File: config.mk
export PLATFORM = sky130hd
export DESIGN_NAME = aesOutQueue
export DESIGN_NICKNAME = d
export VERILOG_FILES = /design/src/aesPkg.sv /design/src/aesOutQueue.sv
export VERILOG_INCLUDE_DIRS = /design/src
export SDC_FILE = /design/constraint.sdc
export NUM_CORES = 2
export LEC_CHECK = 0
export BUFFER_PORTS_ARGS = -buffer_cell sky130_fd_sc_hd__buf_2
export CAP_MARGIN = 20
export CORE_MARGIN = 1.5
export CORE_UTILIZATION = 50
export DETAILED_ROUTE_END_ITERATION = 6
export GPL_ROUTABILITY_DRIVEN = 1
export GPL_TIMING_DRIVEN = 0
export PLACE_DENSITY = 0.67
export RECOVER_POWER = 100
export SYNTH_ARGS = -nofsm -noshare
export SYNTH_HDL_FRONTEND = slang
export SYNTH_SLANG_ARGS = --single-unit
File: constraint.sdc
create_clock -name clock -period 6 [get_ports clock]
set_clock_uncertainty 0.15 [all_clocks]
set_input_delay 0.3 -clock clock [delete_from_list [all_inputs] [get_ports clock]]
set_output_delay 0.3 -clock clock [all_outputs]
set_load 0.005 [all_outputs]
File: src/aes_consts.svh
/*
  Sizing constants for the AES-128 encryption engine
  Included by the package and by any module that sizes counters or pipeline stages
*/
`ifndef AES_CONSTS_SVH
`define AES_CONSTS_SVH

// Cipher rounds after the initial AddRoundKey
`define AES_NUM_ROUNDS 10

// Result queue entries, at least pipeline latency plus one for full throughput
`define AES_QUEUE_DEPTH 16

// Output credit counter width
`define AES_CREDIT_WIDTH 5

// Queue occupancy and reservation counters, must hold AES_QUEUE_DEPTH
`define AES_COUNT_WIDTH 5

`endif

File: src/aesPkg.sv
/*
  Shared types and GF(2^8) arithmetic for the AES-128 encryption engine
  Imported by the key schedule, the cipher rounds and the top level
*/
`default_nettype none

`include "aes_consts.svh"

package aesPkg;

  // Bytes in column-major order, byte 0 is the most significant
  typedef logic [0:15][7:0] stateT;
  typedef logic [0:15][7:0] roundKeyT;
  typedef roundKeyT [0:`AES_NUM_ROUNDS] roundKeysT;

  typedef struct packed {
    stateT      block;
    logic [7:0] tag;
  } cipherInT;

  typedef struct packed {
    stateT      cipherText;
    logic [7:0] tag;
  } cipherOutT;

  typedef enum logic [1:0] {
    IDLE,
    EXPAND,
    READY
  } keySchedStateT;

  // Multiply by x modulo the AES polynomial
  function automatic logic [7:0] xtime(input logic [7:0] a);
    return {a[6:0], 1'b0} ^ (a[7] ? 8'h1b : 8'h00);
  endfunction

  function automatic logic [7:0] gfMul(input logic [7:0] a, input logic [7:0] b);
    logic [7:0] acc;
    logic [7:0] p;
    acc = 8'h00;
    p = a;
    for (int i = 0; i < 8; i++)
    begin
      if (b[i])
        acc = acc ^ p;
      p = xtime(p);
    end
    return acc;
  endfunction

  // Inverse as a^254 then the affine transform, zero maps to 0x63
  function automatic logic [7:0] sBox(input logic [7:0] a);
    logic [7:0] inv;
    logic [7:0] pw;
    inv = 8'h01;
    pw = a;
    for (int i = 1; i < 8; i++)
    begin
      pw = gfMul(pw, pw);
      inv = gfMul(inv, pw);
    end
    return inv ^ {inv[6:0], inv[7]} ^ {inv[5:0], inv[7:6]} ^
           {inv[4:0], inv[7:5]} ^ {inv[3:0], inv[7:4]} ^ 8'h63;
  endfunction

endpackage

`default_nettype wire

File: src/aesOutQueue.sv
/*
  Result FIFO with a slot reserved for every accepted block until it leaves
  Results are released under credit flow control, one credit per result
*/
`timescale 1ns/1ps
`default_nettype none

`include "aes_consts.svh"

module aesOutQueue
  import aesPkg::*;
(
  input  logic      clock,
  input  logic      rst,
  input  logic      inValid,
  input  logic      keyReady,
  input  logic      resValid,
  input  cipherOutT resData,
  input  logic      outCredit,
  output logic      inReady,
  output logic      accept,
  output logic      outValid,
  output cipherOutT outData
);

  // Pointers wrap naturally, depth is a power of two
  localparam int ptrWidth = $clog2(`AES_QUEUE_DEPTH);
  localparam logic [`AES_COUNT_WIDTH-1:0] depthLimit = `AES_QUEUE_DEPTH;

  cipherOutT                    mem [0:`AES_QUEUE_DEPTH-1];
  logic [ptrWidth-1:0]          wrPtr;
  logic [ptrWidth-1:0]          rdPtr;
  logic [`AES_COUNT_WIDTH-1:0]  storedCount;
  logic [`AES_COUNT_WIDTH-1:0]  reservedCount;
  logic [`AES_CREDIT_WIDTH-1:0] creditCount;
  logic                         pop;

  // Reservations cover stored entries plus blocks still in the pipeline
  assign inReady  = keyReady && (reservedCount < depthLimit);
  assign accept   = inValid && inReady;
  assign pop      = (storedCount != '0) && (creditCount != '0);
  assign outValid = pop;
  assign outData  = mem[rdPtr];

  always_ff @(posedge clock)
  begin
    if (resValid)
      mem[wrPtr] <= resData;
  end

  always_ff @(posedge clock)
  begin
    if (rst)
    begin
      wrPtr         <= '0;
      rdPtr         <= '0;
      storedCount   <= '0;
      reservedCount <= '0;
      creditCount   <= '0;
    end
    else
    begin
      if (resValid)
        wrPtr <= wrPtr + 1'b1;
      if (pop)
        rdPtr <= rdPtr + 1'b1;

      if (resValid && !pop)
        storedCount <= storedCount + 1'b1;
      else if (!resValid && pop)
        storedCount <= storedCount - 1'b1;

      if (accept && !pop)
        reservedCount <= reservedCount + 1'b1;
      else if (!accept && pop)
        reservedCount <= reservedCount - 1'b1;

      if (outCredit && !pop)
        creditCount <= creditCount + 1'b1;
      else if (!outCredit && pop)
        creditCount <= creditCount - 1'b1;
    end
  end

endmodule

`default_nettype wire

# After elaboration in Yosys (flattened, before gate mapping)
# Memory sizes are Yosys's and may differ from the RTL's. A register that Yosys moved wholly into a read port is not among the register bits.
# Index checks and enable logic that the tools add are counted.
# word_totals
ff_bits	23
ram_bits	2176
out_inout_bits	139
elab_cells	43
memories	1
# mem_list
memory	depth	word_bits	rd	rd_clocked_by_memory_dff	wr	line	text
mem	16	136	1	1	1	aesOutQueue.sv:30	cipherOutT mem [0:`AES_QUEUE_DEPTH-1];
# op_classes
addsub	8
n_lt_le_gt_ge	1
n_mux	10
reduce_logical	18
# ops
operator	count
5-bit 2-to-1 mux	6
5-bit by 1-bit adder with 5-bit output, second input constant	3
5-bit by 1-bit subtractor with 5-bit output, second input constant	3
5-bit nonzero test	2
1-bit logical AND	9
4-bit by 1-bit adder with 4-bit output, second input constant	2
4-bit 2-to-1 mux	2
2-bit nonzero test	3
5-bit < comparator, second input constant	1
1-bit logical NOT	4
1-bit 2-to-1 mux	2

# Longest topological paths before layout
# logic_depth
ltp_word	7
ltp_mapped	9
ltp_nobuf	9

# Worst setup path after synthesis
# OpenSTA, ideal clock, no wires.
# synth_timing
path_type	input -> register
start	input port resValid
end	memory mem[0][0] (netlist bit) (enable)
setup_ns	0.511
t_arrival_ns	4.006
required_time_ns	5.339
setup_slack_ns	1.333
cell_stages	3
path_buffers	1
cell_sequence	clkbuf_1 -> nor3b_1 -> and2_1
# synth_between
elab_chain_len	2
# synth_rtl
element	line	text
start, declared	aesOutQueue.sv:17	input logic resValid,
1-bit 2-to-1 mux	aesOutQueue.sv:47	if (resValid)
1-bit 2-to-1 mux (implied by the code)	aesOutQueue.sv:48	mem[wrPtr] <= resData;
end, declared	aesOutQueue.sv:30	
# Every way passes these cells.

==> metrics.cfg <==
[final_layout]
nFillCells = 11700
finalCoreUtilization = 0.586
seqCellArea_mm2 = 0.0659
drive_gt1_frac = 0.233
nNetsFinal = 4360
multi_input_area_mm2 = 0.0158
final_area_mm2 = 0.0957
area_growth_pct = 15.9

[clock_network]
clk_latency_ps = 850
h-tree-depth = 4
cts_buffer_depth = 3
cts_tree = built
clock-sinks = 2203
cts_buffers = 214
ctsResizeCount = 0
cts_root_buffer = clkbuf_16
cts.clk_slew.worst_paths_ps = 60

[timing]
tightest_slew_ps = 4360
rsz0062_at_grt = false
relSlewSlack = -1.91
period_share = 0.876
final-hold-violation-count = 0
tns_ps = 0
setup_violations = 0
setup_slack_ps = 746
fmax_mhz = 190
drv_slew = 809
period_needed_ps = 5250

[routing]
antenna_left = 0
firstDrtPassIters = 6
drc = 0
num_vias = 40100
routed_wl_um = 203000
routedWlPerCell_um = 30.9
drt_iter0_drc = 4985
detail_route.vias_per_cell = 6.10

[power]
combPwrFrac = 0.200
p_switching_uw = 10100
finalPower_uw = 37700
clkPwrFrac = 0.342
ir_worst_vdd_mv = 0.347
p_int_uw = 27600
p_sw_frac = 0.268
p_leak_uw = 0.0297
pwr-share-seq = 0.458
pwr_density_cell_mw_per_mm2 = 393

[hold_path]
holdPathStages = 6
min_path_type = primary input to flip-flop

[critical_path]
path_depth = 7
crit_path_end_kind = primary output
critical-path-slowest-cell = clkbuf_1
cp_top_family = buffers and inverters
cp_num_buf_inv = 4
crit_fanout = 11
reg2reg_depth = 5
crit_chain = clkbuf_1 -> clkbuf_1 -> clkbuf_1 -> mux4_2 -> o22ai_1 -> nor2_1 -> buf_2
cp_common_cell = clkbuf_1
cp.arrival_ps = 4800
required_ps = 5550
cp-start-kind = flip-flop
cpPeakStageDelay_ps = 1200
timing_worst_setup_path_type = flip-flop to primary output

[floorplanning]
die_x_um = 409
coreArea_mm2 = 0.163
rows = 148
die_h_um = 409
initial_core_util = 0.506
ios = 281
dieArea_mm2 = 0.168

[yosys]
synth_commonest_cells = 2176 x edfxtp_1, 544 x mux4_2, 180 x a22oi_1
yosysSeqAreaShare = 0.798
synth_area_mm2 = 0.0826
synth_edf_count = 2176
syn_inst = 3510
synth_area_leaders = edfxtp_1 79%, mux4_2 15%, a22oi_1 1.6%
yosysMostFrequentCell = edfxtp_1
yosys_warnings = 0
ys_async_sr_fraction = 0
netlist.area_leader.share = 0.791
post-synth-top-area-cell = edfxtp_1
synthDistinctLibCells = 36
syn_avg_cell_area_um2 = 23.5
synth_ff_type = edfxtp_1
synth_nets = 3672
ys_ff_latch = 2203

[grt]
gr-total-overflow = 0
antenna_found_initial = 27
grt_max_degree = 46
grt_pass1_vias = 41100
grt_util_all_layers = 0.244
grt_first_pass_wirelength_um = 291000

[flow_run]
cap_violations = 26

[outcome]
status = complete, but fails checks
violations = capacitance limit, slew limit

[placement]
dp_hpwl_um = 119000
placed_area_mm2 = 0.0881
gp_congestion = 0.734
portBuffers = 280
pre_cts_slack_ps = 2390

what timing repair did:
action,4_1_cts,5_1_grt
setup buffers,0,0
endpoints found under the setup margin,0,0
hold endpoints to repair,2189,0
hold buffers,139,0
power groups by stage:
| stage | logic, µW | registers (µW) | clock network [µW] |
|---|---|---|---|
| after floorplan | 4730 | 17600 | 0 |
| after global placement | 7530 | 17600 | 0 |
| after detailed placement | 7640 | 17600 | 0 |
| after CTS | 7760 | 17200 | 13000 |
| after global routing | 8080 | 17300 | 13600 |
| final | 7540 | 17200 | 12900 |
per-stage QoR:
stage               instances  hold WS, ps
floorplan                3510          249
global placement         5965          322
detailed placement       6018          347
CTS                      6552         30.3
global route             6560         99.4
finish                   6570          102
state kept, by name, indices dropped and copies added, names as in the netlist, named ones only:
signal and count:
storedCount 5, creditCount 5, mem 2176, reservedCount 5, rdPtr 4, wrPtr 4
cell type report:
class,count,area share
well taps,2175,0.0284
flip-flops and latches,2203,0.688
repair buffers,472,0.0384
multi-input cells,1109,0.165
clock buffers,270,0.0582
plain buffers,189,0.00942
inverters,9,0.000353
diodes,18,0.000471
clock inverters,125,0.0117
logic make-up (layout without fill, tap and decap cells):
logic type | after synthesis | count (layout) | share of synthesized area
compound gates | 294 | 294 | 0.0249
xor+xnor | 10 | 10 | 0.00106
fa+ha+maj | 20 | 20 | 0.00330
buf+inv | 198 | 1065 | 0.0114
flops | 2203 | 2203 | 0.798
mux | 552 | 552 | 0.149
other cells | 0 | 18 | 0
simple gates | 233 | 233 | 0.0123
routing by layer:
metal	up-vias	track usage	part of all wire
li1	16500	-	-
met1	21500	0.337	0.40
met2	1806	0.401	0.50
met3	314	0.0510	0.086
met4	12	0.0596	0.022
met5	-	0	0.00034
worst reg2reg max path: cells and delay by family, from the launching register on:
kind / cells / cell delay (ps)
DFF: 1 / 440
and+or+nand+nor: 3 / 3470
buffers and inverters: 2 / 540
worst paths after layout:
kind	start	endpoint	slack [ps]
worst min register to register	reservedCount[2]	reservedCount[2]	360
worst max-delay path	flip-flop	outData[7]	750
worst max register to register	wrPtr[2]	mem[5][82]	990
worst min-delay path	inValid	reservedCount[4]	100
placed cells by master (no fill, tap or decap), types with 4 or more instances in the layout:
cell and count:
a21oi_1 12, a22oi_1 180, and2_0 14, and2_1 4, buf_1 15, buf_12 7, buf_16 34, buf_2 101
buf_6 18, bufinv_16 12, clkbuf_1 374, clkbuf_16 214, clkbuf_2 27, clkinv_1 58, clkinv_2 31, clkinv_8 4
clkinvlp_4 6, dfxtp_1 27, diode_2 18, dlygate4sd3_1 139, edfxtp_1 2176, ha_1 17, inv_1 9, inv_16 8
mux2i_1 5, mux4_2 544, nand2_1 98, nand2b_1 5, nor2_1 82, nor2b_1 8, o22ai_1 93, or3_1 5
xor2_1 7
Power figures use the tool's default switching activity.
