### config.mk
export PLATFORM = sky130hd
export DESIGN_NAME = aesKeySchedule
export DESIGN_NICKNAME = d
export VERILOG_FILES = /design/src/aesPkg.sv /design/src/aesKeySchedule.sv
export VERILOG_INCLUDE_DIRS = /design/src
export SDC_FILE = /design/constraint.sdc
export NUM_CORES = 2
export LEC_CHECK = 0
export BUFFER_PORTS_ARGS = -buffer_cell sky130_fd_sc_hd__buf_4
export CAP_MARGIN = 20
export CORE_AREA = 3 3 592 594
export DETAILED_ROUTE_END_ITERATION = 10
export DIE_AREA = 0 0 595 597
export HOLD_SLACK_MARGIN = 0.1
export SYNTH_ARGS = -nofsm -noshare
export SYNTH_HDL_FRONTEND = slang
export SYNTH_SLANG_ARGS = --single-unit
### constraint.sdc
create_clock -name clock -period 19.05 [get_ports clock]
set_input_delay 2.8575 -clock clock [delete_from_list [all_inputs] [get_ports clock]]
set_output_delay 2.8575 -clock clock [all_outputs]
set_load 0.01 [all_outputs]
### src/aes_consts.svh
/*
  Sizing constants for the AES-128 encryption engine
  Included by the package and by any module that sizes counters or pipeline stages
*/
`ifndef AES_CONSTS_SVH
`define AES_CONSTS_SVH

// Cipher rounds after the initial AddRoundKey
`define AES_NUM_ROUNDS 10

// Result queue entries, at least pipeline latency plus one for full throughput
`define AES_QUEUE_DEPTH 16

// Output credit counter width
`define AES_CREDIT_WIDTH 5

// Queue occupancy and reservation counters, must hold AES_QUEUE_DEPTH
`define AES_COUNT_WIDTH 5

`endif

### src/aesPkg.sv
/*
  Shared types and GF(2^8) arithmetic for the AES-128 encryption engine
  Imported by the key schedule, the cipher rounds and the top level
*/
`default_nettype none

`include "aes_consts.svh"

package aesPkg;

  // Bytes in column-major order, byte 0 is the most significant
  typedef logic [0:15][7:0] stateT;
  typedef logic [0:15][7:0] roundKeyT;
  typedef roundKeyT [0:`AES_NUM_ROUNDS] roundKeysT;

  typedef struct packed {
    stateT      block;
    logic [7:0] tag;
  } cipherInT;

  typedef struct packed {
    stateT      cipherText;
    logic [7:0] tag;
  } cipherOutT;

  typedef enum logic [1:0] {
    IDLE,
    EXPAND,
    READY
  } keySchedStateT;

  // Multiply by x modulo the AES polynomial
  function automatic logic [7:0] xtime(input logic [7:0] a);
    return {a[6:0], 1'b0} ^ (a[7] ? 8'h1b : 8'h00);
  endfunction

  function automatic logic [7:0] gfMul(input logic [7:0] a, input logic [7:0] b);
    logic [7:0] acc;
    logic [7:0] p;
    acc = 8'h00;
    p = a;
    for (int i = 0; i < 8; i++)
    begin
      if (b[i])
        acc = acc ^ p;
      p = xtime(p);
    end
    return acc;
  endfunction

  // Inverse as a^254 then the affine transform, zero maps to 0x63
  function automatic logic [7:0] sBox(input logic [7:0] a);
    logic [7:0] inv;
    logic [7:0] pw;
    inv = 8'h01;
    pw = a;
    for (int i = 1; i < 8; i++)
    begin
      pw = gfMul(pw, pw);
      inv = gfMul(inv, pw);
    end
    return inv ^ {inv[6:0], inv[7]} ^ {inv[5:0], inv[7:6]} ^
           {inv[4:0], inv[7:5]} ^ {inv[3:0], inv[7:4]} ^ 8'h63;
  endfunction

endpackage

`default_nettype wire

### src/aesKeySchedule.sv
/*
  Key configuration block beside the cipher pipeline
  A keyWrite pulse loads the key, then one round key per cycle is expanded and stored
*/
`timescale 1ns/1ps
`default_nettype none

`include "aes_consts.svh"

module aesKeySchedule
  import aesPkg::*;
(
  input  logic      clock,
  input  logic      rst,
  input  logic      keyWrite,
  input  roundKeyT  keyIn,
  output roundKeysT roundKeys,
  output logic      keyReady
);

  localparam int idxWidth = $clog2(`AES_NUM_ROUNDS + 1);

  keySchedStateT         state;
  logic [idxWidth-1:0]   roundIdx;
  roundKeyT              curKey;
  roundKeyT              nextKey;
  logic [7:0]            rcon;
  logic [0:3][7:0]       tempWord;

  // RotWord, SubWord and Rcon on the last word, then the running XOR chain
  always_comb
  begin
    tempWord[0] = sBox(curKey[13]) ^ rcon;
    tempWord[1] = sBox(curKey[14]);
    tempWord[2] = sBox(curKey[15]);
    tempWord[3] = sBox(curKey[12]);
    for (int b = 0; b < 4; b++)
    begin
      nextKey[b]      = curKey[b] ^ tempWord[b];
      nextKey[4 + b]  = curKey[4 + b] ^ nextKey[b];
      nextKey[8 + b]  = curKey[8 + b] ^ nextKey[4 + b];
      nextKey[12 + b] = curKey[12 + b] ^ nextKey[8 + b];
    end
  end

  // Eleven EXPAND cycles store keys 0 to 10, a new write restarts expansion
  always_ff @(posedge clock)
  begin
    if (rst)
    begin
      state    <= IDLE;
      roundIdx <= '0;
    end
    else if (keyWrite)
    begin
      state    <= EXPAND;
      roundIdx <= '0;
    end
    else if (state == EXPAND)
    begin
      if (roundIdx == idxWidth'(`AES_NUM_ROUNDS))
        state <= READY;
      else
        roundIdx <= roundIdx + 1'b1;
    end
  end

  // Working key and round constant advance together with the store
  always_ff @(posedge clock)
  begin
    if (keyWrite)
    begin
      curKey <= keyIn;
      rcon   <= 8'h01;
    end
    else if (state == EXPAND)
    begin
      roundKeys[roundIdx] <= curKey;
      curKey              <= nextKey;
      rcon                <= xtime(rcon);
    end
  end

  assign keyReady = (state == READY);

endmodule

`default_nettype wire

* Word level (Yosys, flattened, before mapping) *
Cells that the tools add are included.

storage, ports and cells
  logic and storage cells = 1828
  flip-flop bits (word level) = 1550

cells by class
  multiplexer cells = 821
  eq/ne operators = 3
  $add $sub $neg = 1
  magnitude comparators = 2
  bitwise operators = 797
  reductions and logical operators = 8

operators by type and width
  kind                   count
  $mux W8                420
  $xor A8 B8 Y8          397
  $xor A8 B5 Y8          365
  $mux W5                369
  $bwmux W1408           1
  $demux W128 S4         1
  $mux W128              3
  $mux W7                4
  $not A1 Y1 const A     28
  $mux W6                4
  $mux W4                4
  $not A4 Y4             4
  $mux W3                4
  $mux W2                4
  $reduce_and A2 Y1      4
  $mux W1                7
  $ge A5 B5 Y1 const B   1
  $lt A5 B1 Y1 const B   1
  $not A4 Y5             1
  $add A4 B1 Y4 const B  1
  $eq A4 B4 Y1 const B   1
  $reduce_bool A2 Y1     2
  $eq A2 B1 Y1 const B   1
  $eq A2 B2 Y1 const B   1
  other kinds (3)        4

* Depth between registers and ports, before layout *
  depth after elaboration = 139
  mapped depth = 66
  gate-level depth less buffers = 56

* Worst setup path before layout *
No wires, ideal clock.

  kind = reg-to-reg
  from = reg curKey[8] (netlist bit)
  to = reg curKey[83] (netlist bit) (data pin)
  slack = 3367 ps
  arrival time = 15423 ps
  setup time = 260 ps
  period minus slack after synthesis = 15683 ps
  stages on the path, launching flop included = 62
  cell sequence = edfxtp_1 -> ha_1 -> and2_1 -> xnor2_1 -> xnor2_1 -> inv_2 -> clkbuf_1 -> ha_1 -> clkbuf_1 -> xnor2_1 -> xnor3_1 -> mux2_2 -> xnor2_1 -> xnor2_1 -> clkinv_1 -> ha_1 -> buf_1 -> nand2_1 -> [26 not listed] -> xnor2_1 -> nand3_1 -> a31oi_1 -> and2_1 -> a2111oi_0 -> or4_1 -> a31oi_1 -> xnor2_1 -> clkbuf_1 -> nand2_1 -> xnor2_1 -> xnor3_1 -> xor2_1 -> xnor2_1 -> xor2_1 -> xor2_1 -> xor2_1 -> mux2_2

between the ends
  cells in the longest elaborated chain, start to end = 132
  elaborated cells on any way between the ends = 386
  classes of those cells = mux (198); bitwise (188)

ends and longest elaborated chain
  what                         RTL line              text
  start, declared              aesKeySchedule.sv:25  roundKeyT curKey;
  start signal, assigned       aesKeySchedule.sv:73  curKey <= keyIn;
  start signal, assigned       aesKeySchedule.sv:79  curKey <= nextKey;
  $mux W8                      aesPkg.sv:44          if (b[i])
  $xor A8 B8 Y8                aesPkg.sv:45          acc = acc ^ p;
  $mux W8                      aesPkg.sv:44
  $xor A8 B8 Y8                aesPkg.sv:45
  $mux W8                      aesPkg.sv:44
  $xor A8 B8 Y8                aesPkg.sv:45
  $mux W8                      aesPkg.sv:44
  $xor A8 B8 Y8                aesPkg.sv:45
  [114 not listed]             -
  $xor A8 B8 Y8                aesPkg.sv:45
  $mux W8 *                    aesPkg.sv:44
  $xor A8 B8 Y8 (3 in series)  aesPkg.sv:62          return inv ^ {inv[6:0], inv[7]} ^ {inv[5:0], inv[7:6]} ^
  $xor A8 B8 Y8 *              aesPkg.sv:63          {inv[4:0], inv[7:5]} ^ {inv[3:0], inv[7:4]} ^ 8'h63;
  $xor A8 B8 Y8 *              aesKeySchedule.sv:39  nextKey[b] = curKey[b] ^ tempWord[b];
  $xor A8 B8 Y8 *              aesKeySchedule.sv:40  nextKey[4 + b] = curKey[4 + b] ^ nextKey[b];
  $mux W128 *                  aesKeySchedule.sv:76  else if (state == EXPAND)
  $mux W128 *                  aesKeySchedule.sv:71  if (keyWrite)

Mark *: on every way between the ends. The rest lies on a longest branch, timed or not. The select of a mux whose other input is x is not followed.
A chain may end at the register's enable or synchronous reset.

* Final worst setup path *
  from = reg curKey[23] (netlist bit)
  to = reg curKey[92] (netlist bit) (data pin)

between the ends
  cells in the longest elaborated chain, start to end = 133
  elaborated cells on any way between the ends = 390
  classes of those cells = mux (201); bitwise (189)

ends and longest elaborated chain
  what                                                   RTL line                    text
  $mux W5 / $mux W8 (equally long branches)              aesPkg.sv:34, aesPkg.sv:44
  $xor A8 B5 Y8 / $xor A8 B8 Y8 (equally long branches)  aesPkg.sv:34, aesPkg.sv:45
  $xor A8 B8 Y8 / $mux W8 (equally long branches)        aesPkg.sv:45, aesPkg.sv:44
  $mux W8 / $xor A8 B8 Y8 (equally long branches)        aesPkg.sv:44, aesPkg.sv:45
  $xor A8 B8 Y8 / $mux W8 (equally long branches)        aesPkg.sv:45, aesPkg.sv:44
  $mux W8 / $xor A8 B8 Y8 (equally long branches)        aesPkg.sv:44, aesPkg.sv:45
  $xor A8 B8 Y8 / $mux W8 (equally long branches)        aesPkg.sv:45, aesPkg.sv:44
  $mux W8 / $xor A8 B8 Y8 (equally long branches)        aesPkg.sv:44, aesPkg.sv:45
  [115 not listed]                                       -
  $mux W8 *                                              aesPkg.sv:44
  $xor A8 B8 Y8 (3 in series)                            aesPkg.sv:62
  $xor A8 B8 Y8 *                                        aesPkg.sv:63
  $xor A8 B8 Y8 *                                        aesKeySchedule.sv:33        tempWord[0] = sBox(curKey[13]) ^ rcon;
  $xor A8 B8 Y8 *                                        aesKeySchedule.sv:39
  $xor A8 B8 Y8 *                                        aesKeySchedule.sv:40
  $mux W128 *                                            aesKeySchedule.sv:76
  $mux W128 *                                            aesKeySchedule.sv:71

Marks and branches as above.

==> impl_metrics.json <==
{
  "status": "complete, no violations",
  "max_cap_viol_count": 0,
  "clock_sinks": 1550,
  "use_met2_pct": 36.13,
  "cp.arrival_ns": 18.85,
  "crit_path_start": "curKey[23]$_DFFE_PP_",
  "clkTransAtPathRegs_ns": 0.06,
  "yosys_warnings": 0,
  "slowest_stage": "xnor3_2",
  "regArea_um2": 46400,
  "wl_per_cell_um": 27.05,
  "gp_congestion": 0.9143,
  "hold_start": "rcon[6]$_SDFFE_PP0P_",
  "pre_cts_slack_ns": 0.6332,
  "fin_area_um2": 131000,
  "rrSetupSlack_ns": 0.81,
  "area_growth_pct": 23.29,
  "tightest_slew_ns": 1.189,
  "synth_top_area_cell": "edfxtp_1",
  "worstPathRequired_ns": 19.66,
  "post-route-period-util_pct": 95.73,
  "overflow": 0,
  "drive_above_1_share_pct": 23.07,
  "drt-total-wl_um": 435000,
  "cts_htree_levels": 4,
  "hold_buffers": 0,
  "synth_area_um2": 106200,
  "firstDrtPassIters": 6,
  "multi_input_area_um2": 57750,
  "grt_pass1_vias": 75910,
  "startpoint_type": "flop",
  "clock_skew_ns": 0.06655,
  "numPortBuffers": 1539,
  "synthArstFlopShare_pct": 0,
  "initial_core_util_pct": 30.73,
  "cts_buffer_depth": 4,
  "place_area_um2": 125100,
  "dieArea_um2": 355200,
  "reg2reg_depth": 49,
  "timing.fmax_mhz": 54.84,
  "drc": 0,
  "synth_enable_flop_cells": 1536,
  "syn-num-nets": 9848,
  "ys_seq_area_share_pct": 43.69,
  "crit_path_end_kind": "flop",
  "synth_cell_types": 121,
  "min_path_cells": 2,
  "clkLatencyLatePin_ns": 0.87,
  "finalSetupViolCount": 0,
  "netlist_top_cells_count": "xnor2_1 (1656), edfxtp_1 (1536), nor2_1 (1180), nand2_1 (819), xor2_1 (512)",
  "core_um2": 345700,
  "layout_setup_ws_ns": 0.8140,
  "synth_top_cell_area_share_pct": 43.43,
  "cts_tree": "built",
  "cp_common_cell": "xnor2_1",
  "cp_max_fo": 25,
  "final_util_pct": 37.88,
  "grt_pass1_wl_um": 599400,
  "finalNonFillerCells": 16080,
  "globalRoute.busiestLayer": "met2",
  "hold_viol_final": 0,
  "relSlewSlack_pct": 20.72,
  "yosys-top-cells-area": "edfxtp_1 (43%), xnor2_1 (14%), xnor3_1 (7.6%)",
  "nets": 11480,
  "synthCells": 9694,
  "fillCellCount": 33730,
  "slowest_delay_ns": 0.81,
  "numCtsBuffers": 174,
  "io_pins": 1540,
  "dp.cells": 15720,
  "syn_avg_cell_area_um2": 10.96,
  "cts_root_buffer": "clkbuf_16",
  "synth_top_flop_cell": "edfxtp_1",
  "hp-class": "reg2reg",
  "slew_violations": 0,
  "ant_nets": 0,
  "die_h_um": 597,
  "vias": 82990,
  "grt_use_total_pct": 23.29,
  "antenna_found_initial": 65,
  "use_met3_pct": 6.208,
  "yosysMostFrequentCell": "xnor2_1",
  "postSynthRegisterBits": 1550,
  "met1_usage_pct": 30.14,
  "criticalPathCategory": "reg2reg",
  "finalCriticalPeriod_ns": 18.24,
  "grt_max_degree": 111,
  "drt_iter0_drc": 9075,
  "die_x_um": 595,
  "r2r_start": "curKey[23]$_DFFE_PP_",
  "via_per_inst": 5.161,
  "hpwl_um": 321600,
  "placementRows": 216
}
## registers in the layout (all words and copies together) (netlist names)
register and cells:
curKey 128, roundIdx 4, roundKeys 1408, rcon 8, state 2
## path summary, 6_finish.rpt
path | to
max reg2reg | curKey[92]$_DFFE_PP_
min | rcon[7]$_SDFFE_PP0P_
min reg2reg | rcon[7]$_SDFFE_PP0P_
max | curKey[92]$_DFFE_PP_
## repair_timing
| item | in CTS | in global routing |
|---|---|---|
| gates resized for setup | 0 | 12 |
| endpoints found under the setup margin | 0 | 33 |
| setup buffers | 0 | 1 |
## layout by cell type, fill, tap and decap left out, drive strengths merged, types with 27 or more instances in the layout
cell type  count
xnor2       1724
xor3          54
a21o          27
or2           34
a21oi        434
o31ai         28
a31oi         75
a22oi         52
nand2        820
o221ai        33
or3           44
o21ai        470
o22ai        113
nand4         27
xnor3        388
nand3        201
nand2b        70
a32oi         28
and2          63
clkinv        70
nor2        1183
buf         1995
edfxtp      1536
o21a          27
diode         43
inv          101
o211ai        58
mux2          88
clkbuf       213
a221oi        27
nor3         203
and3          41
nor2b         60
mux2i        188
xor2         545
a211oi        76
## layer usage
metal  share of wire, %  routed length, um  vias up
li1                   -                  -    37680
met1                 40             174400    41070
met2                 45             195600     3730
met3                9.9              43270      497
met4                5.0              21690       14
met5              0.022                 94        -
## kinds of logic (layout without fill, tap and decap cells)
family	after synthesis	after routing	synth area share, %
xor+xnor	2711	2711	29.12
simple gates	2823	2823	11.60
other cells	0	43	0
mux	279	279	2.772
compound gates	1670	1670	10.02
fa+ha+maj	24	24	0.2804
flops	1550	1550	43.69
buf+inv	637	2403	2.511
## critical path: cells and delay by family (launching register included)
| kind | cells | cell delay [ns] |
|---|---|---|
| xor+xnor | 25 | 10.23 |
| compound gates | 10 | 3.28 |
| fa+ha+maj | 2 | 1.15 |
| simple gates | 6 | 1.13 |
| buf+inv | 3 | 1.03 |
| mux | 3 | 0.71 |
| flops | 1 | 0.41 |
## area by class of cell
cell class                 instances  area share [%]
inverter                          97          0.2819
multi-input combinational       7507           44.10
clock buffer                     212           3.450
tap                             4578           4.374
sequential                      1550           35.44
antenna                           43         0.08217
timing repair buffer            1997           11.52
clock inverter                    97          0.7577
## through the flow
stage / hold WS [ns] / setup TNS, ns
floorplan: 0.4576 / 0
CTS: 0.4897 / 0
detailed placement: 0.4718 / 0
global placement: 0.4661 / 0
global route: 0.5138 / -0.01559
finish: 0.4958 / 0
Power is left out: the tool's default activity adds up to more than one toggle a clock period on the data nets, which glitch-free logic cannot reach.
